### config.mk
export PLATFORM = sky130hd
export DESIGN_NAME = cpu_regfile
export DESIGN_NICKNAME = d
export VERILOG_FILES = /design/src/cpu_pkg.sv /design/src/cpu_regfile.sv
export SDC_FILE = /design/constraint.sdc
export NUM_CORES = 2
export LEC_CHECK = 0
export BUFFER_PORTS_ARGS = -buffer_cell sky130_fd_sc_hd__buf_2
export CORE_ASPECT_RATIO = 0.9
export CORE_MARGIN = 1.5
export CORE_UTILIZATION = 41
export DETAILED_ROUTE_END_ITERATION = 6
export SLEW_MARGIN = 20
export SYNTH_ARGS = -nofsm -noshare
export SYNTH_HDL_FRONTEND = slang
export SYNTH_SLANG_ARGS = --single-unit
export TNS_END_PERCENT = 10
### constraint.sdc
create_clock -name clk -period 4.2 [get_ports clk]
set_input_delay 0 -clock clk [delete_from_list [all_inputs] [get_ports clk]]
set_output_delay 0 -clock clk [all_outputs]
set_load 0.03 [all_outputs]
### src/cpu_pkg.sv
// ##########################################################
// single-cycle cpu shared definitions
// ##########################################################

package cpu_pkg;

  // widths that carry a meaning
  typedef logic [31:0] word_t;
  typedef logic [9:0]  addr_t;     // imem/dmem word address and pc
  typedef logic [4:0]  reg_idx_t;
  typedef logic [5:0]  opcode_t;
  typedef logic [5:0]  func_t;
  typedef logic [4:0]  alu_op_t;

  localparam int    MEM_DEPTH = 1024;
  localparam int    NUM_REGS  = 32;
  localparam addr_t HALT_PC   = 10'd100;  // pc parks here, done goes high

  // opcodes
  localparam opcode_t OP_RTYPE = 6'd0;
  localparam opcode_t OP_ADDI  = 6'd1;
  localparam opcode_t OP_ANDI  = 6'd2;
  localparam opcode_t OP_ORI   = 6'd3;
  localparam opcode_t OP_XORI  = 6'd4;
  localparam opcode_t OP_ADDIU = 6'd5;
  localparam opcode_t OP_LW    = 6'd7;
  localparam opcode_t OP_SW    = 6'd8;
  localparam opcode_t OP_SLTI  = 6'd9;
  localparam opcode_t OP_SEQI  = 6'd10;
  localparam opcode_t OP_LUI   = 6'd11;
  localparam opcode_t OP_BEQ   = 6'd16;
  localparam opcode_t OP_BNE   = 6'd17;
  localparam opcode_t OP_BGT   = 6'd18;
  localparam opcode_t OP_BGE   = 6'd19;
  localparam opcode_t OP_BLT   = 6'd20;
  localparam opcode_t OP_BLE   = 6'd21;
  localparam opcode_t OP_J     = 6'd24;
  localparam opcode_t OP_J2    = 6'd25;

  // r-type function field
  localparam func_t FN_ADD  = 6'd0;
  localparam func_t FN_SUB  = 6'd1;
  localparam func_t FN_AND  = 6'd2;
  localparam func_t FN_OR   = 6'd3;
  localparam func_t FN_NOT  = 6'd4;
  localparam func_t FN_XOR  = 6'd5;
  localparam func_t FN_ADDU = 6'd6;
  localparam func_t FN_SUBU = 6'd7;
  localparam func_t FN_SLT  = 6'd8;
  localparam func_t FN_SLL  = 6'd9;
  localparam func_t FN_SRL  = 6'd10;

  // alu operations
  localparam alu_op_t ALU_ADD = 5'd0;
  localparam alu_op_t ALU_SUB = 5'd1;
  localparam alu_op_t ALU_AND = 5'd2;
  localparam alu_op_t ALU_XOR = 5'd3;
  localparam alu_op_t ALU_OR  = 5'd4;
  localparam alu_op_t ALU_NOT = 5'd5;
  localparam alu_op_t ALU_SLL = 5'd6;
  localparam alu_op_t ALU_SRL = 5'd7;
  localparam alu_op_t ALU_SNE = 5'd8;
  localparam alu_op_t ALU_SEQ = 5'd9;
  localparam alu_op_t ALU_SLT = 5'd10;
  localparam alu_op_t ALU_SLE = 5'd11;
  localparam alu_op_t ALU_SGT = 5'd12;
  localparam alu_op_t ALU_SGE = 5'd13;
  localparam alu_op_t ALU_LUI = 5'd14;
  localparam alu_op_t ALU_BAD = 5'd31;

  // imm and jump target overlay the low bits
  typedef struct packed {
    opcode_t  opcode;
    reg_idx_t rd;
    reg_idx_t rt;
    reg_idx_t rs;
    reg_idx_t shamt;
    func_t    func;
  } instr_t;

  typedef struct packed {
    logic    reg_write;
    logic    mem_write;
    logic    mem_to_reg;
    logic    use_imm;
    logic    branch;
    logic    jump;
    logic    store_src;  // second read port takes rd
    alu_op_t alu_op;
  } ctrl_t;

  typedef struct packed {
    logic  to_imem;
    addr_t addr;
    word_t data;
  } load_req_t;

  typedef struct packed {
    word_t r1;
    word_t r2;
    word_t r3;
    word_t r4;
    word_t r5;
  } watch_regs_t;

endpackage

### src/cpu_regfile.sv
// ##########################################################
// integer register file
// ##########################################################
`timescale 1ns/10ps

module cpu_regfile import cpu_pkg::*; (
  input  logic        clk,
  input  logic        rst,
  input  reg_idx_t    rd_a_idx,
  input  reg_idx_t    rd_b_idx,
  output word_t       rd_a,
  output word_t       rd_b,
  input  logic        wr_en,
  input  reg_idx_t    wr_idx,
  input  word_t       wr_data,
  output watch_regs_t watch
);

  word_t regs [NUM_REGS];

  // r0 is writable like any other
  always_ff @(posedge clk) begin
    if (rst) begin
      for (int i = 0; i < NUM_REGS; i++) begin
        regs[i] <= '0;
      end
    end else if (wr_en) begin
      regs[wr_idx] <= wr_data;
    end
  end

  assign rd_a = regs[rd_a_idx];
  assign rd_b = regs[rd_b_idx];

  assign watch.r1 = regs[1];
  assign watch.r2 = regs[2];
  assign watch.r3 = regs[3];
  assign watch.r4 = regs[4];
  assign watch.r5 = regs[5];

endmodule

==> results.sh <==
export IMPL_result_of_the_run="finished, final reports clean"
export IMPL_unrepaired_setup_endpoints_after_global_routing="no"
export IMPL_final_setup_tns_ns=0
export IMPL_final_antenna_net_count=0
export IMPL_rows=129
export IMPL_drt_vias_per_instance=5.95
export IMPL_cell_area_after_synthesis_um2=56500
export IMPL_setup_viol=0
export IMPL_pin_count=274
export IMPL_hold_worst_slack_ns=0.0159
export IMPL_grt_overflow=0
export IMPL_stdcell_area_um2=63500
export IMPL_first_pass_grt_wire_length_um=285000
export IMPL_maxCapViolCount=0
export IMPL_critical_path_max_stage_delay_ns=0.74
export IMPL_timing_hold_worst_path_depth=2
export IMPL_clk_pin_slew_ns=0.06
export IMPL_drc=0
export IMPL_drt_pre_antenna_iters=6
export IMPL_synth_yosys_seq_area_share_pct=54.4
export IMPL_gp_congestion=0.849
export IMPL_synth_area_leader="sky130_fd_sc_hd__edfxtp_1"
export IMPL_synth_seq_cells=1024
export IMPL_die_w_um=394
export IMPL_effective_utilization_at_floorplan_pct=41.2
export IMPL_cp_arrival_ns=2.93
export IMPL_max_slew_margin_rel_pct=18.0
export IMPL_final_layout_size_suffix_gt1_share_pct=13.7
export IMPL_initialDrtViolationCount=4417
export IMPL_chipHeight_um=355
export IMPL_holdPathEnd="regs[5][27]"
export IMPL_area_growth_synth_to_final_pct=12.4
export IMPL_tritoncts_clock_tree="built"
export IMPL_slew_viol_final=0
export IMPL_worstPathRequired_ns=4.20
export IMPL_cts_num_sinks=1024
export IMPL_largest_reg_flops=1024
export IMPL_cp_bufs_invs=1
export IMPL_hpwlAfterDp_um=124000
export IMPL_first_global_vias=38500
export IMPL_clk_path_buf_depth=3
export IMPL_ys_top_cells_by_area="sky130_fd_sc_hd__edfxtp_1 54%, sky130_fd_sc_hd__mux2i_1 18%, sky130_fd_sc_hd__and2_1 11%"
export IMPL_timing_worst_setup_path_type="reg2out"
export IMPL_synth_cells=4640
export IMPL_worstSetupEndpointType="output pin"
export IMPL_routedWlPerCell_um=30.3
export IMPL_hold_class="in2reg"
export IMPL_wirelength_um=203000
export IMPL_critical_path_cell_chain="mux2i_1 -> a22o_1 -> nor3_1 -> a31oi_1 -> nand3_1 -> buf_2"
export IMPL_number_of_failing_hold_endpoints_at_the_final_stage=0
export IMPL_power_density_nw_per_um2=408
export IMPL_finish_cell_count_without_fillers=6683
export IMPL_post_layout_total_power_uw=25900
export IMPL_core_um2=137000
export IMPL_synth_warning_count=0
export IMPL_cells_after_dpl=6435
export IMPL_regMostFlops="regs"
export IMPL_critical_path_top_delay_family="simple AND/OR/NAND/NOR gates"
export IMPL_worst_path_max_delay_cell="sky130_fd_sc_hd__nor3_1"
export IMPL_synthesis_nets=4690
export IMPL_worst_path_max_fanout=3
export IMPL_cts_htree_levels=3
export IMPL_hp_start="wr_data[27]"
export IMPL_die_area_um2=140000
export IMPL_placement_io_buffers=273
export IMPL_period_needed_ns=2.93
export IMPL_grt_start_max_net_pins=129
export IMPL_layout_worst_path_cycle_share_pct=69.9
export IMPL_ir_worst_vdd_mv=0.365
export IMPL_largestRegisters="regs: 1024 flops"
export IMPL_yosysTopAreaCellShare_pct=54.4
export IMPL_grtUsageTotal_pct=28.1
export IMPL_dpl_instance_area_um2=59400
export IMPL_critPathLaunchType="flop"
export IMPL_fillCellCount=12300
export IMPL_nets=4797
export IMPL_leakagePower_uw=0.0251
export IMPL_clock_tree_root_cell="sky130_fd_sc_hd__clkbuf_16"
export IMPL_tightest_pin_transition_ns=1.23
export IMPL_syn_avg_cell_area_um2=12.2
export IMPL_initial_antenna_violation_count=9
export IMPL_netlist_cell_type_count=31
export IMPL_numCtsBuffers=111
export IMPL_max_clock_freq_mhz=341
export IMPL_total_number_of_vias=39700
-- power by group --
part | internal (µW) | total (µW) | switching (µW) | leakage (µW)
logic | 1070 | 3420 | 2350 | 0.0135
registers | 11800 | 12200 | 360 | 0.00974
clock network | 6010 | 10300 | 4340 | 0.00184
-- cell usage after synthesis, drive strengths merged --
master	count
nor2	36
or3	2
nand3b	4
edfxtp	1024
a22o	128
mux2i	1024
nand2	196
and2b	1
nor3	64
and2	1026
nor2b	4
a31oi	64
nand3	194
a22oi	192
or2	34
nand2b	5
buf	190
a21oi	192
or3b	2
clkbuf	258
-- cells in the final DEF (no fill, tap or decap), drive strengths merged, types with 57 or more instances in the layout --
master     n
edfxtp  1024
a31oi     64
a22oi    192
and2    1026
clkinv    57
nand2    196
nor3      64
buf      411
clkbuf   129
nand3    194
a21oi    192
mux2i   1024
a22o     128
-- final cells by class --
type,instances,area [µm²],area share [%]
Sequential cell,1024,30700,48.4
Multi-Input combinational cell,3168,23500,37.0
Timing Repair Buffer,442,3180,5.01
Clock buffer,129,2930,4.62
Tap cell,1834,2290,3.61
Clock inverter,82,825,1.30
Antenna cell,4,10.0,0.0158
-- metal layers --
metal | track usage (%) | up-vias | share of wire [%]
li1 | - | 17200 | -
met1 | 39.9 | 20200 | 44
met2 | 42.6 | 1948 | 44
met3 | 5.55 | 352 | 8.7
met4 | 10.5 | 4 | 3.6
met5 | 0 | - | 0.014
-- per-stage QoR --
stage / util (%) / setup WS [ns]
after detailed placement: 43.3 / 1.22
after floorplan: - / 2.54
final: 46.3 / 1.27
after global routing: 46.3 / 1.21
after global placement: 43.3 / 1.26
after CTS: 46.3 / 1.40
-- logic make-up after synthesis --
kind of cell	synth area share (%)
AO/OA/AOI/OAI	6.95
multiplexers	18.1
buffers and inverters	4.34
AND/OR/NAND/NOR	16.1
flip-flops	54.4
-- what timing repair did --
action / in CTS / in global routing
hold endpoints to repair: 977 / 0
setup buffers: 0 / 0
setup endpoints to repair: 0 / 0
hold buffers: 31 / 0
gates resized for setup: 0 / 0
-- how the worst max path moves through the flow --
stage | from | to | slack, ns | cells past startpoint
2_1_floorplan | rst | regs[12][0] | 2.54 | 5
3_3_place_gp | rst | regs[28][11] | 1.26 | 5
3_5_place_dp | rst | regs[28][11] | 1.22 | 5
4_1_cts | regs[5][0] | rd_b[0] | 1.40 | 6
5_1_grt | regs[5][0] | rd_b[0] | 1.21 | 6
6_report | regs[2][30] | rd_b[30] | 1.27 | 6
Power figures use the tool's default switching activity.
