## config.mk

```make
export PLATFORM = sky130hd
export DESIGN_NAME = cpu_alu
export DESIGN_NICKNAME = d
export VERILOG_FILES = /design/src/cpu_pkg.sv /design/src/cpu_alu.sv
export SDC_FILE = /design/constraint.sdc
export NUM_CORES = 1
export LEC_CHECK = 0
export ABC_AREA = 1
export BUFFER_PORTS_ARGS = -buffer_cell sky130_fd_sc_hd__buf_2
export CAP_MARGIN = 20
export CELL_PAD_IN_SITES_DETAIL_PLACEMENT = 1
export CELL_PAD_IN_SITES_GLOBAL_PLACEMENT = 1
export CORE_MARGIN = 4
export CORE_UTILIZATION = 37
export DETAILED_ROUTE_END_ITERATION = 6
export PLACE_DENSITY_LB_ADDON = 0.2
export SLEW_MARGIN = 10
export SYNTH_ARGS = -nofsm -noshare
export SYNTH_HDL_FRONTEND = slang
export SYNTH_SLANG_ARGS = --single-unit
```

## constraint.sdc

```tcl
create_clock -name vclk -period 2.55
set_input_delay 0.51 -clock vclk [all_inputs]
set_output_delay 0.51 -clock vclk [all_outputs]
set_load 0.01 [all_outputs]
```

## src/cpu_pkg.sv

```systemverilog
// ##########################################################
// single-cycle cpu shared definitions
// ##########################################################

package cpu_pkg;

  // widths that carry a meaning
  typedef logic [31:0] word_t;
  typedef logic [9:0]  addr_t;     // imem/dmem word address and pc
  typedef logic [4:0]  reg_idx_t;
  typedef logic [5:0]  opcode_t;
  typedef logic [5:0]  func_t;
  typedef logic [4:0]  alu_op_t;

  localparam int    MEM_DEPTH = 1024;
  localparam int    NUM_REGS  = 32;
  localparam addr_t HALT_PC   = 10'd100;  // pc parks here, done goes high

  // opcodes
  localparam opcode_t OP_RTYPE = 6'd0;
  localparam opcode_t OP_ADDI  = 6'd1;
  localparam opcode_t OP_ANDI  = 6'd2;
  localparam opcode_t OP_ORI   = 6'd3;
  localparam opcode_t OP_XORI  = 6'd4;
  localparam opcode_t OP_ADDIU = 6'd5;
  localparam opcode_t OP_LW    = 6'd7;
  localparam opcode_t OP_SW    = 6'd8;
  localparam opcode_t OP_SLTI  = 6'd9;
  localparam opcode_t OP_SEQI  = 6'd10;
  localparam opcode_t OP_LUI   = 6'd11;
  localparam opcode_t OP_BEQ   = 6'd16;
  localparam opcode_t OP_BNE   = 6'd17;
  localparam opcode_t OP_BGT   = 6'd18;
  localparam opcode_t OP_BGE   = 6'd19;
  localparam opcode_t OP_BLT   = 6'd20;
  localparam opcode_t OP_BLE   = 6'd21;
  localparam opcode_t OP_J     = 6'd24;
  localparam opcode_t OP_J2    = 6'd25;

  // r-type function field
  localparam func_t FN_ADD  = 6'd0;
  localparam func_t FN_SUB  = 6'd1;
  localparam func_t FN_AND  = 6'd2;
  localparam func_t FN_OR   = 6'd3;
  localparam func_t FN_NOT  = 6'd4;
  localparam func_t FN_XOR  = 6'd5;
  localparam func_t FN_ADDU = 6'd6;
  localparam func_t FN_SUBU = 6'd7;
  localparam func_t FN_SLT  = 6'd8;
  localparam func_t FN_SLL  = 6'd9;
  localparam func_t FN_SRL  = 6'd10;

  // alu operations
  localparam alu_op_t ALU_ADD = 5'd0;
  localparam alu_op_t ALU_SUB = 5'd1;
  localparam alu_op_t ALU_AND = 5'd2;
  localparam alu_op_t ALU_XOR = 5'd3;
  localparam alu_op_t ALU_OR  = 5'd4;
  localparam alu_op_t ALU_NOT = 5'd5;
  localparam alu_op_t ALU_SLL = 5'd6;
  localparam alu_op_t ALU_SRL = 5'd7;
  localparam alu_op_t ALU_SNE = 5'd8;
  localparam alu_op_t ALU_SEQ = 5'd9;
  localparam alu_op_t ALU_SLT = 5'd10;
  localparam alu_op_t ALU_SLE = 5'd11;
  localparam alu_op_t ALU_SGT = 5'd12;
  localparam alu_op_t ALU_SGE = 5'd13;
  localparam alu_op_t ALU_LUI = 5'd14;
  localparam alu_op_t ALU_BAD = 5'd31;

  // imm and jump target overlay the low bits
  typedef struct packed {
    opcode_t  opcode;
    reg_idx_t rd;
    reg_idx_t rt;
    reg_idx_t rs;
    reg_idx_t shamt;
    func_t    func;
  } instr_t;

  typedef struct packed {
    logic    reg_write;
    logic    mem_write;
    logic    mem_to_reg;
    logic    use_imm;
    logic    branch;
    logic    jump;
    logic    store_src;  // second read port takes rd
    alu_op_t alu_op;
  } ctrl_t;

  typedef struct packed {
    logic  to_imem;
    addr_t addr;
    word_t data;
  } load_req_t;

  typedef struct packed {
    word_t r1;
    word_t r2;
    word_t r3;
    word_t r4;
    word_t r5;
  } watch_regs_t;

endpackage

```

## src/cpu_alu.sv

```systemverilog
// ##########################################################
// integer alu
// ##########################################################
`timescale 1ns/10ps

module cpu_alu import cpu_pkg::*; (
  input  word_t    a,       // R[rt]
  input  word_t    b,       // R[rs]/R[rd] or immediate
  input  alu_op_t  op,
  input  reg_idx_t shamt,
  output word_t    result
);

  logic signed [31:0] sa;
  logic signed [31:0] sb;

  assign sa = a;
  assign sb = b;

  always_comb begin
    case (op)
      ALU_ADD: result = a + b;
      ALU_SUB: result = a - b;
      ALU_AND: result = a & b;
      ALU_XOR: result = a ^ b;
      ALU_OR:  result = a | b;
      ALU_NOT: result = ~a;
      ALU_SLL: result = a << shamt;
      ALU_SRL: result = a >> shamt;  // logical
      // compares land in bit 0
      ALU_SNE: result = word_t'(sa != sb);
      ALU_SEQ: result = word_t'(sa == sb);
      ALU_SLT: result = word_t'(sa < sb);
      ALU_SLE: result = word_t'(sa <= sb);
      ALU_SGT: result = word_t'(sa > sb);
      ALU_SGE: result = word_t'(sa >= sb);
      ALU_LUI: result = b << 16;
      default: result = 32'hdeadbeef;  // marker for a bad op
    endcase
  end

endmodule

```

==> results.tsv, run 1 <==
metric	value	unit
synthTopCellsByCount	nand2_1, nand3_1, inv_1	
netlist_instances	1929	
synth_top_area_share	22.2	%
port_buffers	106	
ctsHoldBuffers	0	
netlist_top_cells_area	nand2_1, nand3_1, ha_1	
ctsResizeCount	545	
synth_area	0.00965	mm²
synth_seq_area_share	0	%
ys_warn_count	0	
die_y	169	µm
status	aborted with a tool error	
postSynthAreaPerCell	5.00	µm²
postCtsSetupBuffers	40	
synth_top_cell_by_area	nand2_1	
gp_congestion	1.10	
rows	58	
lastStage	4_1_cts	
initial_core_util	38.0	%
pre_cts_ws	-0.724	ns
synth_fp_nets	2112	
yosysMostFrequentCell	nand2_1	
synth.distinct_cells	42	
hpwl	55500	µm
die_width	169	µm
top_level_ports	106	
error_line	[ERROR DPL-0033] detailed placement checks failed during check placement.	
dp_cells	2824	
cell families after synthesis:
| logic type | after synthesis | synth area share [%] |
|---|---|---|
| buf+inv | 323 | 14.2 |
| fa+ha+maj | 109 | 14.3 |
| xor+xnor | 2 | 0.182 |
| compound gates | 349 | 20.6 |
| mux | 5 | 0.519 |
| simple gates | 1141 | 50.3 |
metrics by stage:
| step | instance area, µm² | util, % | TNS (ns) |
|---|---|---|---|
| floorplan | 9690 | - | 0 |
| global placement | 14400 | 56.9 | -14.67 |
| detailed placement | 14400 | 56.9 | -17.67 |
==> run 2: changes to the inputs <==
Settings changed: CELL_PAD_IN_SITES_DETAIL_PLACEMENT 1 to not set, CELL_PAD_IN_SITES_GLOBAL_PLACEMENT 1 to not set, CORE_UTILIZATION 37 to 38, PLACE_DENSITY_LB_ADDON 0.2 to 0.15.
Clock period 2.55 ns to 3.31 ns, I/O delays scaled along.
==> run 2 against run 1 <==
Effect of this change:
- the flow now finishes, with violations (setup timing)
- area after synthesis unchanged
- synthesized cell count unchanged
==> results.tsv, run 2 <==
metric	value	unit
setup-violations-final	1	
fmax	301	MHz
grt_antenna_before_repair	0	
yosysMostFrequentCell	nand2_1	
hp-start	op[4]	
muxShareOfSynthArea	0.519	%
die_width	167	µm
finalMaxSlewViolations	0	
period_minus_slack	3.32	ns
startpoint	shamt[0]	
fp.coreArea	0.0251	mm²
synth_compound_area_share	20.6	%
critical_path.top_delay_family	simple AND/OR/NAND/NOR gates	
timing.final.crit_share	100	%
layout.nets	2474	
synth_area	0.00965	mm²
grt_pass1_wl	81100	µm
drc	0	
synth_top_family_by_area	simple AND/OR/NAND/NOR gates	
drive_gt1_share	31.1	%
start_kind	primary input	
final_common_cell	nand2_1	
end_kind	output port	
ys_warn_count	0	
netlist_top_cells_area	nand2_1, nand3_1, ha_1	
num_vias	14900	
synth-xor-area-share	0.182	%
diodes	0	
die_area	0.0280	mm²
final_cell_mix	nand2_1, buf_4, nand3_1	
critPathMaxFanout	27	
cellLeakagePower	7.07	nW
rsz0062_at_grt	true	
grt_max_degree	61	
top_level_ports	106	
synthTopCellsByCount	nand2_1, nand3_1, inv_1	
status	finished, violations left	
cp_common_cell	nand2_1	
synth_seq_area_share	0	%
synth_top_area_share	22.2	%
holdWs	1.84	ns
path_buf_inv	5	
min_path_type	primary input to output port	
slowest_stage	o21ai_0	
holdPathEnd	result[0]	
wl	56000	µm
netlist_instances	1929	
violations	setup timing	
synth.distinct_cells	42	
port_buffers	106	
postSynthAreaPerCell	5.00	µm²
grt_usage	37.2	%
yosys.area_share.simple	50.3	%
crit_chain	clkbuf_4 -> inv_2 -> buf_12 -> buf_4 -> nand2_1 -> nand2_1 -> nand2_1 -> o21ai_0 -> nand2_1 -> nand3_1 -> nand3_1 -> o21ai_0 -> nand3b_1 -> buf_2	
timing.hold.worst_path_depth	5	
relSlewSlack	48.7	%
first_global_vias	13500	
dpl_cell_area	0.0128	mm²
stdcell_area	0.0140	mm²
area_growth	45.4	%
initial_core_util	38.4	%
n_clock_buffer	0	
vdd_ir_drop_max	153	µV
drtIter0Drc	1793	
die_y	167	µm
gp_congestion	1.05	
n_fill_cell	2782	
worstMarginPinSlew	0.762	ns
dp_cells	2607	
cpPeakStageDelay	0.30	ns
synth_top_cell_by_area	nand2_1	
path_class	primary input to output port	
drt-vias-per-instance	5.68	
rows	58	
powerDensity	168	mW/mm²
cp.required	2.65	ns
synthAdderAreaFrac	14.3	%
seq_cell_count	0	
ff_latch_area	0	µm²
overflow	0	
hpwl	46800	µm
ant_nets	0	
worstPathArrival	2.66	ns
worst_slack	-0.0120	ns
wire_per_inst	21.4	µm
maxCapViolCount	0	
stdcell_count	2619	
synth_fp_nets	2112	
drtPass1Iterations	6	
final_hold_viol_count	0	
[run 2: routing by layer]
layer | global-route usage (%) | vias to the layer above | routed length (µm)
met5 | 0 | - | 0
li1 | - | 7095 | -
met2 | 58.2 | 875 | 24300
met4 | 15.8 | 0 | 2890
met1 | 51.0 | 6775 | 23500
met3 | 5.50 | 135 | 5350
[run 2: per-stage QoR]
stage	setup TNS (ns)	util, %	total power (W)	setup slack [ns]
CTS	-0.0117	51.7	0.00207	-0.0117
floorplan	0	-	0.00104	0.381
finish	-0.0120	55.9	0.00236	-0.0120
global placement	-2.09	50.9	0.00202	-0.187
global route	-0.256	55.9	0.00253	-0.0670
detailed placement	-2.48	50.9	0.00202	-0.214
[run 2: layout make-up]
cell class	count	area, µm²	share of cell area, %
Timing Repair Buffer	450	3400	24.2
Multi-Input combinational cell	1606	9330	66.5
Tap cell	330	413	2.94
Inverter	233	890	6.34
[run 2: kinds of logic (layout without fill, tap and decap cells)]
family | count (synthesis) | in the layout
XOR/XNOR | 2 | 2
multiplexers | 5 | 5
AND/OR/NAND/NOR | 1141 | 1141
adder cells (fa/ha/maj) | 109 | 109
buffers and inverters | 323 | 683
AO/OA/AOI/OAI | 349 | 349
[run 2: timing repair]
item	CTS	global route
pin swaps	7	59
gates resized for setup	59	265
endpoints found under the hold margin	0	0
hold buffers	0	0
endpoints found under the setup margin	25	29
setup buffers	0	12
[run 2: power breakdown]
group	total [W]	switching [W]	internal, W	leakage, nW
clock	0	0	0	0
combinational	0.00236	0.00142	0.000932	7.07
sequential	0	0	0	0
[run 2: how the worst max path moves through the flow]
stage / slack (ns) / cells past startpoint / to
floorplan: 0.38 / 17 / result[0]
global placement: -0.19 / 17 / result[5]
detailed placement: -0.21 / 19 / result[20]
CTS: -0.01 / 16 / result[0]
global route: -0.07 / 16 / result[23]
finish: -0.01 / 14 / result[10]
Note: power is estimated with default switching activity, not from simulation.
==> run 3: changes to the inputs <==
Settings changed: ABC_AREA 1 to 0.
==> run 3 against run 2 <==
Effect of this change:
- first-iteration DRC count rose by 3.5%
- critical path type unchanged
- combinational power rose by 9.3%
- sequential share of layout area stayed put
- largest cell class unchanged
- final area is 4.0% higher
- die area shrank 11%
- worst hold slack better by 0.17 ns
- the flow finishes with violations (DRC, setup timing)
- clock-buffer cell count unchanged
- core utilization is 11 points higher
- global-route usage grew 3.9 points
- maximum frequency down 22%
- final cell count fell by 18%
- synthesized cell count fell by 33%
==> results.tsv, run 3 <==
metric	value	unit
ctsHoldBuffers	0	
n_clock_buffer	0	
timing.final.crit_share	129	%
synth_seq_area_share	0	%
path_class	primary input to output port	
num_vias	13300	
p_int	0.00121	W
rsz0062_at_grt	true	
die_y	158	µm
overflow	0	
maxCapViolCount	0	
die_width	158	µm
die_area	0.0249	mm²
ant_nets	0	
fp.coreArea	0.0220	mm²
initial_core_util	38.9	%
stdcell_count	2145	
hp-start	b[7]	
powerDensity	177	mW/mm²
relSlewSlack	52.6	%
hpwl	43600	µm
start_kind	primary input	
final_hold_viol_count	0	
drtIter0Drc	1856	
synth_area	0.00854	mm²
dp_cells	2096	
period_minus_slack	4.27	ns
worstMarginPinSlew	0.711	ns
netlist_top_cells_area	ha_1, mux4_2, nor2_1	
first_global_vias	12600	
p_sw_share	53.0	%
min_path_type	primary input to output port	
fmax	234	MHz
n_fill_cell	2022	
status	finished, violations left	
yosysMostFrequentCell	nor2_1	
drc	4	
end_kind	output port	
worstPathArrival	3.60	ns
port_buffers	106	
area_growth	70.8	%
rows	54	
grt_max_degree	37	
final_cell_mix	buf_4, nor2_1, a21oi_1	
comb_power_share	100.0	%
synth_top_area_share	15.7	%
layout.nets	2049	
grt_antenna_before_repair	0	
ff_latch_area	0	µm²
cellLeakagePower	6.99	nW
synth_fp_nets	1482	
violations	DRC, setup timing	
wl	53700	µm
grt_pass1_wl	77400	µm
power	0.00258	W
critPathMaxFanout	2	
drive_gt1_share	46.2	%
top_level_ports	106	
seq_cell_count	0	
synthTopCellsByCount	nor2_1, o21ai_0, a21oi_1	
setup-violations-final	31	
final_common_cell	buf_4	
wire_per_inst	25.0	µm
p_sw	0.00137	W
clockPowerShare	0	%
worst_slack	-0.956	ns
drtPass1Iterations	7	
ys_warn_count	0	
gp_congestion	1.08	
startpoint	a[12]	
power_frac_seq	0	%
netlist_instances	1299	
drt-vias-per-instance	6.19	
synth.distinct_cells	76	
finalMaxSlewViolations	0	
grt_usage	41.2	%
vdd_ir_drop_max	101	µV
synth_top_cell_by_area	ha_1	
postSynthAreaPerCell	6.58	µm²
cp.required	2.65	ns
[run 3: layout make-up]
| cell class | instances | area, µm² | area share [%] |
|---|---|---|---|
| multi-input combinational | 1094 | 8650 | 59.3 |
| timing repair buffer | 667 | 5170 | 35.4 |
| inverter | 103 | 422 | 2.89 |
| tap | 280 | 350 | 2.40 |
| antenna | 1 | 2.50 | 0.0171 |
[run 3: path summary, 6_finish.rpt]
check,end,slack (ns),depth (start not counted)
worst max-delay path,result[0],-0.96,14
worst min-delay path,result[23],2.01,7
[run 3: power groups by stage]
stage | clock network (W) | logic, W | registers (W)
5_1_grt | 0 | 0.00270 | 0
3_3_place_gp | 0 | 0.00218 | 0
6_report | 0.0000000000336 | 0.00258 | 0
3_5_place_dp | 0 | 0.00219 | 0
2_1_floorplan | 0 | 0.00104 | 0
4_1_cts | 0 | 0.00242 | 0
[run 3: critical path, stage by stage]
cell and delay, ns:
buf_2 0.10, inv_1 0.17, ha_4 0.25, nor3_4 0.26, o211ai_1 0.13, a31oi_1 0.20, buf_4 0.15, a2111oi_4 0.05
o31a_2 0.33, o21a_4 0.24, a221oi_2 0.26, mux2i_1 0.12, or4_4 0.52, buf_6 0.14
[run 3: per-stage QoR]
stage	setup slack [ns]	util (%)	hold slack (ns)	cell area (µm²)	TNS, ns
after floorplan	-0.702	-	1.55	8770	-5.88
after global routing	-0.994	66.5	2.05	14600	-21.20
final	-0.956	66.5	2.01	14600	-18.48
after global placement	-1.16	60.1	1.98	13200	-23.29
after CTS	-0.940	64.8	2.00	14200	-16.96
after detailed placement	-1.20	60.1	1.97	13200	-24.09
[run 3: timing repair]
item                                    in CTS  in global routing
endpoints found under the setup margin      32                 32
resized for setup                          177                 58
setup buffers                               29                 21
pin swaps                                  103                 44
gates cloned                                 4                  0
[run 3: layer usage]
layer / GRT usage [%] / share of wire [%] / vias up
met5: 0 / 0 / -
met4: 15.9 / 5.1 / 0
met3: 8.04 / 12 / 163
met2: 63.2 / 43 / 877
met1: 56.9 / 41 / 6282
li1: - / - / 5959
[run 3: cells by family (layout without fill, tap and decap cells)]
logic type | count (synthesis) | in the layout | share of synthesized area (%)
AND/OR/NAND/NOR | 403 | 403 | 21.7
buffers and inverters | 205 | 770 | 9.29
AO/OA/AOI/OAI | 494 | 494 | 38.8
multiplexers | 72 | 72 | 12.5
adder cells (fa/ha/maj) | 109 | 109 | 16.1
XOR/XNOR | 16 | 16 | 1.64
other | 0 | 1 | 0
