<file path="src/cpu_pkg.sv">
// ##########################################################
// single-cycle cpu shared definitions
// ##########################################################

package cpu_pkg;

  // widths that carry a meaning
  typedef logic [31:0] word_t;
  typedef logic [9:0]  addr_t;     // imem/dmem word address and pc
  typedef logic [4:0]  reg_idx_t;
  typedef logic [5:0]  opcode_t;
  typedef logic [5:0]  func_t;
  typedef logic [4:0]  alu_op_t;

  localparam int    MEM_DEPTH = 1024;
  localparam int    NUM_REGS  = 32;
  localparam addr_t HALT_PC   = 10'd100;  // pc parks here, done goes high

  // opcodes
  localparam opcode_t OP_RTYPE = 6'd0;
  localparam opcode_t OP_ADDI  = 6'd1;
  localparam opcode_t OP_ANDI  = 6'd2;
  localparam opcode_t OP_ORI   = 6'd3;
  localparam opcode_t OP_XORI  = 6'd4;
  localparam opcode_t OP_ADDIU = 6'd5;
  localparam opcode_t OP_LW    = 6'd7;
  localparam opcode_t OP_SW    = 6'd8;
  localparam opcode_t OP_SLTI  = 6'd9;
  localparam opcode_t OP_SEQI  = 6'd10;
  localparam opcode_t OP_LUI   = 6'd11;
  localparam opcode_t OP_BEQ   = 6'd16;
  localparam opcode_t OP_BNE   = 6'd17;
  localparam opcode_t OP_BGT   = 6'd18;
  localparam opcode_t OP_BGE   = 6'd19;
  localparam opcode_t OP_BLT   = 6'd20;
  localparam opcode_t OP_BLE   = 6'd21;
  localparam opcode_t OP_J     = 6'd24;
  localparam opcode_t OP_J2    = 6'd25;

  // r-type function field
  localparam func_t FN_ADD  = 6'd0;
  localparam func_t FN_SUB  = 6'd1;
  localparam func_t FN_AND  = 6'd2;
  localparam func_t FN_OR   = 6'd3;
  localparam func_t FN_NOT  = 6'd4;
  localparam func_t FN_XOR  = 6'd5;
  localparam func_t FN_ADDU = 6'd6;
  localparam func_t FN_SUBU = 6'd7;
  localparam func_t FN_SLT  = 6'd8;
  localparam func_t FN_SLL  = 6'd9;
  localparam func_t FN_SRL  = 6'd10;

  // alu operations
  localparam alu_op_t ALU_ADD = 5'd0;
  localparam alu_op_t ALU_SUB = 5'd1;
  localparam alu_op_t ALU_AND = 5'd2;
  localparam alu_op_t ALU_XOR = 5'd3;
  localparam alu_op_t ALU_OR  = 5'd4;
  localparam alu_op_t ALU_NOT = 5'd5;
  localparam alu_op_t ALU_SLL = 5'd6;
  localparam alu_op_t ALU_SRL = 5'd7;
  localparam alu_op_t ALU_SNE = 5'd8;
  localparam alu_op_t ALU_SEQ = 5'd9;
  localparam alu_op_t ALU_SLT = 5'd10;
  localparam alu_op_t ALU_SLE = 5'd11;
  localparam alu_op_t ALU_SGT = 5'd12;
  localparam alu_op_t ALU_SGE = 5'd13;
  localparam alu_op_t ALU_LUI = 5'd14;
  localparam alu_op_t ALU_BAD = 5'd31;

  // imm and jump target overlay the low bits
  typedef struct packed {
    opcode_t  opcode;
    reg_idx_t rd;
    reg_idx_t rt;
    reg_idx_t rs;
    reg_idx_t shamt;
    func_t    func;
  } instr_t;

  typedef struct packed {
    logic    reg_write;
    logic    mem_write;
    logic    mem_to_reg;
    logic    use_imm;
    logic    branch;
    logic    jump;
    logic    store_src;  // second read port takes rd
    alu_op_t alu_op;
  } ctrl_t;

  typedef struct packed {
    logic  to_imem;
    addr_t addr;
    word_t data;
  } load_req_t;

  typedef struct packed {
    word_t r1;
    word_t r2;
    word_t r3;
    word_t r4;
    word_t r5;
  } watch_regs_t;

endpackage

</file>
<file path="src/cpu_decoder.sv">
// ##########################################################
// instruction decoder
// ##########################################################
`timescale 1ns/10ps

module cpu_decoder import cpu_pkg::*; (
  input  instr_t instr,
  output ctrl_t  ctrl
);

  always_comb begin
    ctrl        = '0;  // unknown codes write nothing
    ctrl.alu_op = ALU_BAD;
    case (instr.opcode)
      OP_RTYPE: begin
        ctrl.reg_write = 1'b1;
        case (instr.func)
          FN_ADD, FN_ADDU: ctrl.alu_op = ALU_ADD;
          FN_SUB, FN_SUBU: ctrl.alu_op = ALU_SUB;
          FN_AND:          ctrl.alu_op = ALU_AND;
          FN_OR:           ctrl.alu_op = ALU_OR;
          FN_NOT:          ctrl.alu_op = ALU_NOT;
          FN_XOR:          ctrl.alu_op = ALU_XOR;
          FN_SLT:          ctrl.alu_op = ALU_SLT;
          FN_SLL:          ctrl.alu_op = ALU_SLL;
          FN_SRL:          ctrl.alu_op = ALU_SRL;
          default:         ctrl.reg_write = 1'b0;  // bad func, no write
        endcase
      end
      OP_ADDI, OP_ADDIU, OP_ANDI, OP_ORI, OP_XORI, OP_SLTI, OP_SEQI, OP_LUI: begin
        ctrl.reg_write = 1'b1;
        ctrl.use_imm   = 1'b1;
        case (instr.opcode)
          OP_ANDI: ctrl.alu_op = ALU_AND;
          OP_ORI:  ctrl.alu_op = ALU_OR;
          OP_XORI: ctrl.alu_op = ALU_XOR;
          OP_SLTI: ctrl.alu_op = ALU_SLT;
          OP_SEQI: ctrl.alu_op = ALU_SEQ;
          OP_LUI:  ctrl.alu_op = ALU_LUI;
          default: ctrl.alu_op = ALU_ADD;  // addi, addiu
        endcase
      end
      OP_LW: begin
        ctrl.reg_write  = 1'b1;
        ctrl.mem_to_reg = 1'b1;
        ctrl.use_imm    = 1'b1;
        ctrl.alu_op     = ALU_ADD;  // address = R[rt] + imm
      end
      OP_SW: begin
        ctrl.mem_write = 1'b1;
        ctrl.use_imm   = 1'b1;
        ctrl.store_src = 1'b1;      // store data is R[rd]
        ctrl.alu_op    = ALU_ADD;
      end
      OP_BEQ, OP_BNE, OP_BGT, OP_BGE, OP_BLT, OP_BLE: begin
        ctrl.branch    = 1'b1;
        ctrl.store_src = 1'b1;      // compare R[rt] with R[rd]
        case (instr.opcode)
          OP_BEQ:  ctrl.alu_op = ALU_SEQ;
          OP_BNE:  ctrl.alu_op = ALU_SNE;
          OP_BGT:  ctrl.alu_op = ALU_SGT;
          OP_BGE:  ctrl.alu_op = ALU_SGE;
          OP_BLT:  ctrl.alu_op = ALU_SLT;
          default: ctrl.alu_op = ALU_SLE;
        endcase
      end
      OP_J, OP_J2: begin
        ctrl.jump = 1'b1;
      end
      default: ;
    endcase
  end

endmodule

</file>
<file path="config.mk">
export PLATFORM = sky130hd
export DESIGN_NAME = cpu_decoder
export DESIGN_NICKNAME = d
export VERILOG_FILES = /design/src/cpu_pkg.sv /design/src/cpu_decoder.sv
export SDC_FILE = /design/constraint.sdc
export NUM_CORES = 1
export LEC_CHECK = 0
export BUFFER_PORTS_ARGS = -buffer_cell sky130_fd_sc_hd__buf_2
export CORE_AREA = 2 2 41 43
export DETAILED_ROUTE_END_ITERATION = 10
export DIE_AREA = 0 0 43 45
export GPL_ROUTABILITY_DRIVEN = 0
export PLACE_DENSITY = 0.69
export SYNTH_ARGS = -nofsm -noshare
export SYNTH_HDL_FRONTEND = slang
export SYNTH_SLANG_ARGS = --single-unit
export TNS_END_PERCENT = 5
</file>
<file path="constraint.sdc">
create_clock -name vclk -period 1
set_input_delay 0 -clock vclk [all_inputs]
set_output_delay 0 -clock vclk [all_outputs]
set_load 0.1 [all_outputs]
</file>
==> results.json, run 1 <==
{
  "synth-seq-area-share": 0,
  "viasPerCell": 5.71,
  "routed_wl_mm": 1.78,
  "worst_pin_slew_ps": 300,
  "fin_nets": 144,
  "regArea_um2": 0,
  "dieArea_um2": 1940,
  "overflow": 0,
  "critPathKind": "primary input to primary output",
  "placed_cell_area_um2": 921,
  "worstPathCellList": "buf_2 -> and3b_1 -> o311ai_1 -> o31ai_1 -> o211ai_1 -> clkbuf_16",
  "grt_antenna_before_repair": 0,
  "dp_hpwl_mm": 1.34,
  "syn_area_um2": 503,
  "cts_hold_buf": 0,
  "ys_types": 35,
  "power_uw": 591,
  "drc": 0,
  "drtAntennaViolNets": 0,
  "nClkBuffers": 0,
  "leakage_uw": 0.000423,
  "min_period_over_period": 1.14,
  "firstDrtPassIters": 4,
  "grt_usage": 0.186,
  "syn_inst": 77,
  "hold_path_depth": 3,
  "maxCapViolations": 0,
  "die_x_um": 43,
  "tns_ps": -522,
  "grt_pass1_vias": 668,
  "grt_first_pass_wirelength_mm": 2.84,
  "synth-warning-count": 0,
  "die_height_um": 45,
  "slew_headroom": 0.798,
  "rsz0062_at_grt": "true",
  "hold_viol_final": 0,
  "worst_ir_drop_vdd_mv": 0.369,
  "via_count": 720,
  "hold_end": "ctrl[9]",
  "n_antenna_cell": 0,
  "numSequentialCells": 0,
  "cp-end-kind": "primary output",
  "period_minus_slack_ps": 1140,
  "drive_gt1_frac": 0.573,
  "cp_max_fo": 5,
  "finalSetupViolCount": 5,
  "core_um2": 1470,
  "synth_top_area_frac": 0.109,
  "path_buf_inv": 2,
  "holdWs_ps": 406,
  "fmax_ghz": 0.875,
  "wl_per_cell_um": 14.2,
  "area.growth.synth_to_final_pct": 106,
  "cts_setup_buffers": 0,
  "violations": "negative setup slack",
  "port_buffers": 24,
  "worst_slack_ps": -143,
  "worst_ep_required_time_ps": 1000,
  "synth.area.top_cells": "clkbuf_8, nor2_1, a21oi_1",
  "synth_fp_nets": 109,
  "initial_core_util": 0.342,
  "critPathLaunchType": "primary input",
  "grt_max_degree": 12,
  "yosys.area.top_type": "clkbuf_8",
  "io_pins": 44,
  "rows": 14,
  "critical_path.top_delay_family": "compound AO/OA/AOI/OAI gates",
  "hp-start": "instr[30]",
  "arrival_ps": 1140,
  "slew_viol_final": 0,
  "design_area_um2": 1040,
  "slowest_delay_ps": 290,
  "drt_iter0_markers": 3,
  "slowest_stage": "o311ai_1",
  "layout_common_cells": "buf_4, buf_12, buf_2, buf_6",
  "mostFrequentLayoutCell": "buf_4",
  "powerDensity_nw_per_um2": 570,
  "hp-class": "primary input to primary output",
  "synth_area_per_cell_um2": 6.53,
  "outcome": "complete, but fails checks"
}
==> per-stage QoR <==
step	instances	worst slack [ps]	utilization
after floorplan	77	-853	-
after global placement	126	-196	0.626
after detailed placement	126	-223	0.626
after CTS	126	-132	0.677
after global routing	126	-184	0.705
final	126	-143	0.705
==> logic make-up after synthesis <==
| kind of cell | count (synthesis) | synth area share |
|---|---|---|
| buffers and inverters | 12 | 0.201 |
| and+or+nand+nor | 36 | 0.373 |
| AOI/OAI and AO/OA | 28 | 0.393 |
| xor gates and xnor gates | 1 | 0.0323 |
==> cell type report <==
| cell class | count | area (um^2) |
|---|---|---|
| Fill cell | 114 | 434 |
| Inverter | 3 | 15.0 |
| Multi-Input combinational cell | 65 | 523 |
| Tap cell | 16 | 20.0 |
| Timing Repair Buffer | 42 | 479 |
==> report_power, final <==
part | switching [uW] | internal, uW
combinational | 352 | 239
sequential | 0 | 0
clock | 0 | 0
==> synthesized netlist by cell type, types with 3 or more instances <==
library cell  number
nor2_1            11
a21oi_1            7
nor4_1             3
o21ai_0            3
clkbuf_8           4
nand2_1            6
nor2b_1            4
inv_1              3
==> routing by layer <==
layer  part of all wire  GRT usage
met5                  0          0
met4              0.039     0.0424
met3              0.048     0.0160
met2               0.55      0.385
met1               0.36      0.202
==> worst max path at each step <==
stage                     startpoint      end  slack (ps)  depth (start not counted)
final                      instr[30]  ctrl[0]        -140                          6
after global routing       instr[30]  ctrl[0]        -180                          6
after CTS                   instr[4]  ctrl[0]        -130                          7
after detailed placement    instr[5]  ctrl[0]        -220                          7
after global placement      instr[5]  ctrl[3]        -200                          6
after floorplan            instr[28]  ctrl[0]        -850                          4
==> worst min-delay path: stages <==
cell	delay (ps)
buf_2	170
nor4_4	80
buf_12	150
==> what timing repair did <==
action,in CTS,in global routing
resized for setup,19,9
pin swaps,8,3
setup endpoints to repair,9,10
(Power assumes the default switching activity.)
==> inputs of run 2 (changes only) <==
clock period = 1.45 ns   (was 1 ns; I/O delays follow)
==> results.json, run 2 (synthesis results as in run 1) <==
{
  "slew_headroom": 0.676,
  "multi_input_area_um2": 422,
  "grt_first_pass_wirelength_mm": 2.05,
  "routed_wl_mm": 1.30,
  "utilization": 0.456,
  "placed_cells": 109,
  "cts_resized": 0,
  "viasPerCell": 5.94,
  "grt_antenna_before_repair": 0,
  "hp-class": "primary input to primary output",
  "initial_core_util": 0.342,
  "numSequentialCells": 0,
  "area.growth.synth_to_final_pct": 33.3,
  "hp-start": "instr[31]",
  "critPathLaunchType": "primary input",
  "die_height_um": 45,
  "grt_pass1_vias": 500,
  "dieArea_um2": 1940,
  "critPathKind": "primary input to primary output",
  "cts_hold_buf": 0,
  "nClkBuffers": 0,
  "drc": 0,
  "die_x_um": 43,
  "drive_gt1_frac": 0.301,
  "n_antenna_cell": 0,
  "drt_iter0_markers": 9,
  "cp-startpoint": "instr[27]",
  "port_buffers": 24,
  "slew_viol_final": 0,
  "fin_nets": 127,
  "final_cells": 109,
  "finalSetupViolCount": 0,
  "maxCapViolations": 0,
  "fillers": 151,
  "grt_usage": 0.126,
  "io_pins": 44,
  "core_um2": 1470,
  "worst_ir_drop_vdd_mv": 0.195,
  "arrival_ps": 1250,
  "cp-end-kind": "primary output",
  "tns_ps": 0,
  "layout_common_cells": "buf_2, nor2_1, a21oi_1",
  "cts_setup_buffers": 0,
  "rsz0062_at_grt": "false",
  "dp_hpwl_um": 987,
  "overflow": 0,
  "worst_pin_slew_ps": 489,
  "powerDensity_nw_per_um2": 455,
  "wl_per_cell_um": 11.9,
  "hold_viol_final": 0,
  "outcome": "completed",
  "cp_max_fo": 14,
  "leakage_uw": 0.000292,
  "fmax_ghz": 0.800,
  "worst_ep_required_time_ps": 1450,
  "grt_max_degree": 20,
  "period_minus_slack_ps": 1250,
  "min_period_over_period": 0.862,
  "holdWs_ps": 388,
  "firstDrtPassIters": 4,
  "drtAntennaViolNets": 0,
  "regArea_um2": 0,
  "crit_path_end": "ctrl[0]",
  "rows": 14,
  "via_count": 648,
  "mostFrequentLayoutCell": "buf_2"
}
[run 2: cell count changes in the layout (fill, tap and decap cells not counted), moves of 3 or more]
cell	change
buf_12	-5
buf_2	+11
buf_6	-7
nor2_1	+5
nor2_4	-3
buf_4	-15
[run 2: layout make-up]
type | count | share of cell area
inverter | 3 | 0.0168
multi-input combinational | 65 | 0.629
tap | 16 | 0.0299
timing repair buffer | 25 | 0.325
[run 2: how the worst min path moves through the flow]
stage          cells after the start  slack (ps)       to
4_1_cts                            3         390  ctrl[5]
3_5_place_dp                       3         390  ctrl[5]
3_3_place_gp                       3         380  ctrl[5]
2_1_floorplan                      1         120  ctrl[9]
5_1_grt                            3         410  ctrl[5]
6_report                           3         390  ctrl[5]
[run 2: report_power, final]
part	switching (uW)	leakage (uW)	total [uW]	internal, uW
Combinational	209	0.000292	305	96.6
Clock	0	0	0	0
Sequential	0	0	0	0
Total	209	0.000292	305	96.6
[run 2: per-layer routing]
| metal | global-route usage | share of wire |
|---|---|---|
| met3 | 0.0200 | 0.086 |
| met2 | 0.230 | 0.46 |
| met4 | 0.0121 | 0.0062 |
| met5 | 0 | 0 |
| met1 | 0.162 | 0.45 |
[run 2: per-stage QoR]
stage          instance area [um^2]  total power [uW]  worst slack (ps)
2_1_floorplan                   523               229              -606
3_3_place_gp                    671               300               244
3_5_place_dp                    671               304               211
4_1_cts                         671               305               204
5_1_grt                         671               322              93.0
6_report                        671               305               200
[run 2: worst max-delay path: stages]
cell and delay, ps:
buf_2 220, and3b_1 200, o311ai_1 300, o31ai_1 130
o211ai_1 180, buf_12 220
==> inputs of run 3 (changes only) <==
PLACE_DENSITY = 0.72   (was 0.69)
clock period = 1.1 ns   (was 1.45 ns; I/O delays follow)
==> results.json, run 3 (synthesis results as in run 1) <==
{
  "outcome": "complete, but fails checks",
  "violations": "negative setup slack",
  "regArea_um2": 0,
  "initial_core_util": 0.342,
  "rsz0062_at_grt": "true",
  "rows": 14,
  "dieArea_um2": 1940,
  "cts_hold_buf": 0,
  "n_antenna_cell": 0,
  "crit_path_end": "ctrl[3]",
  "cp-startpoint": "instr[5]",
  "finalSetupViolCount": 2,
  "design_area_um2": 995,
  "fin_nets": 143,
  "cts_setup_buffers": 0,
  "drt_iter0_markers": 21,
  "slew_viol_final": 0,
  "drtAntennaViolNets": 0,
  "hp-class": "primary input to primary output",
  "arrival_ps": 1140,
  "via_count": 722,
  "hp-start": "instr[31]",
  "viasPerCell": 5.78,
  "hold_viol_final": 0,
  "grt_usage": 0.165,
  "numSequentialCells": 0,
  "worst_slack_ps": -40.3,
  "grt_antenna_before_repair": 0,
  "overflow": 0,
  "nClkBuffers": 0,
  "fillers": 119,
  "port_buffers": 24,
  "drc": 0,
  "area.growth.synth_to_final_pct": 97.8,
  "routed_wl_mm": 1.60,
  "worst_pin_slew_ps": 315,
  "cp_max_fo": 2,
  "critPathKind": "primary input to primary output",
  "firstDrtPassIters": 4,
  "die_x_um": 43,
  "worst_ep_required_time_ps": 1100,
  "core_um2": 1470,
  "min_period_over_period": 1.04,
  "wl_per_cell_um": 12.8,
  "drive_gt1_frac": 0.550,
  "fmax_ghz": 0.877,
  "placed_cell_area_um2": 913,
  "layout_common_cells": "buf_4, buf_12, buf_2",
  "mostFrequentLayoutCell": "buf_4",
  "worst_ir_drop_vdd_mv": 0.307,
  "slew_headroom": 0.788,
  "tns_ps": -47.9,
  "die_height_um": 45,
  "grt_max_degree": 13,
  "cp-end-kind": "primary output",
  "leakage_uw": 0.000413,
  "powerDensity_nw_per_um2": 521,
  "io_pins": 44,
  "grt_pass1_vias": 638,
  "holdWs_ps": 450,
  "dp_hpwl_mm": 1.26,
  "period_minus_slack_ps": 1140,
  "maxCapViolations": 0,
  "critPathLaunchType": "primary input",
  "grt_first_pass_wirelength_mm": 2.61
}
==> run 3: changes by cell type in the layout (fill, tap and decap cells not counted), sizes merged <==
cell,change
buf,+16
==> run 3: worst min path at each step <==
stage,cells after the start,endpoint,slack [ps]
finish,4,ctrl[9],450
global route,4,ctrl[9],470
CTS,4,ctrl[9],430
detailed placement,4,ctrl[9],430
global placement,4,ctrl[9],430
floorplan,1,ctrl[9],120
==> run 3: what timing repair did <==
item / 4_1_cts / 5_1_grt
resized for setup: 14 / 6
pin swaps: 5 / 3
setup endpoints to repair: 6 / 8
==> run 3: per-stage QoR <==
| stage | utilization | setup WS (ps) | power, uW | cells |
|---|---|---|---|---|
| after floorplan | - | -753 | 319 | 77 |
| after global placement | 0.621 | -94.7 | 477 | 125 |
| after detailed placement | 0.621 | -134 | 484 | 125 |
| after CTS | 0.663 | -42.3 | 509 | 125 |
| after global routing | 0.676 | -80.4 | 544 | 125 |
| final | 0.676 | -40.3 | 518 | 125 |
==> run 3: metal layers <==
layer  up-vias  share of wire  global-route usage
met5         -              0                   0
met1       335           0.42               0.214
li1        355              -                   -
met4         0          0.017              0.0182
met3         6          0.052             0.00400
met2        26           0.51               0.315
==> run 3: where the power goes <==
| group | internal [uW] | total, uW | switching, uW |
|---|---|---|---|
| Sequential | 0 | 0 | 0 |
| Combinational | 204 | 518 | 314 |
| Clock | 0 | 0 | 0 |
==> run 3: layout make-up <==
| class | count | area, um^2 | share of cell area |
|---|---|---|---|
| inverters | 3 | 11.3 | 0.0113 |
| multi-input cells | 65 | 507 | 0.509 |
| well taps | 16 | 20.0 | 0.0201 |
| repair buffers | 41 | 457 | 0.459 |
==> run 3: critical path: stages <==
cell	delay (ps)
buf_6	90
or2_1	220
or3_1	330
o2111ai_2	100
o2111ai_2	180
buf_12	210
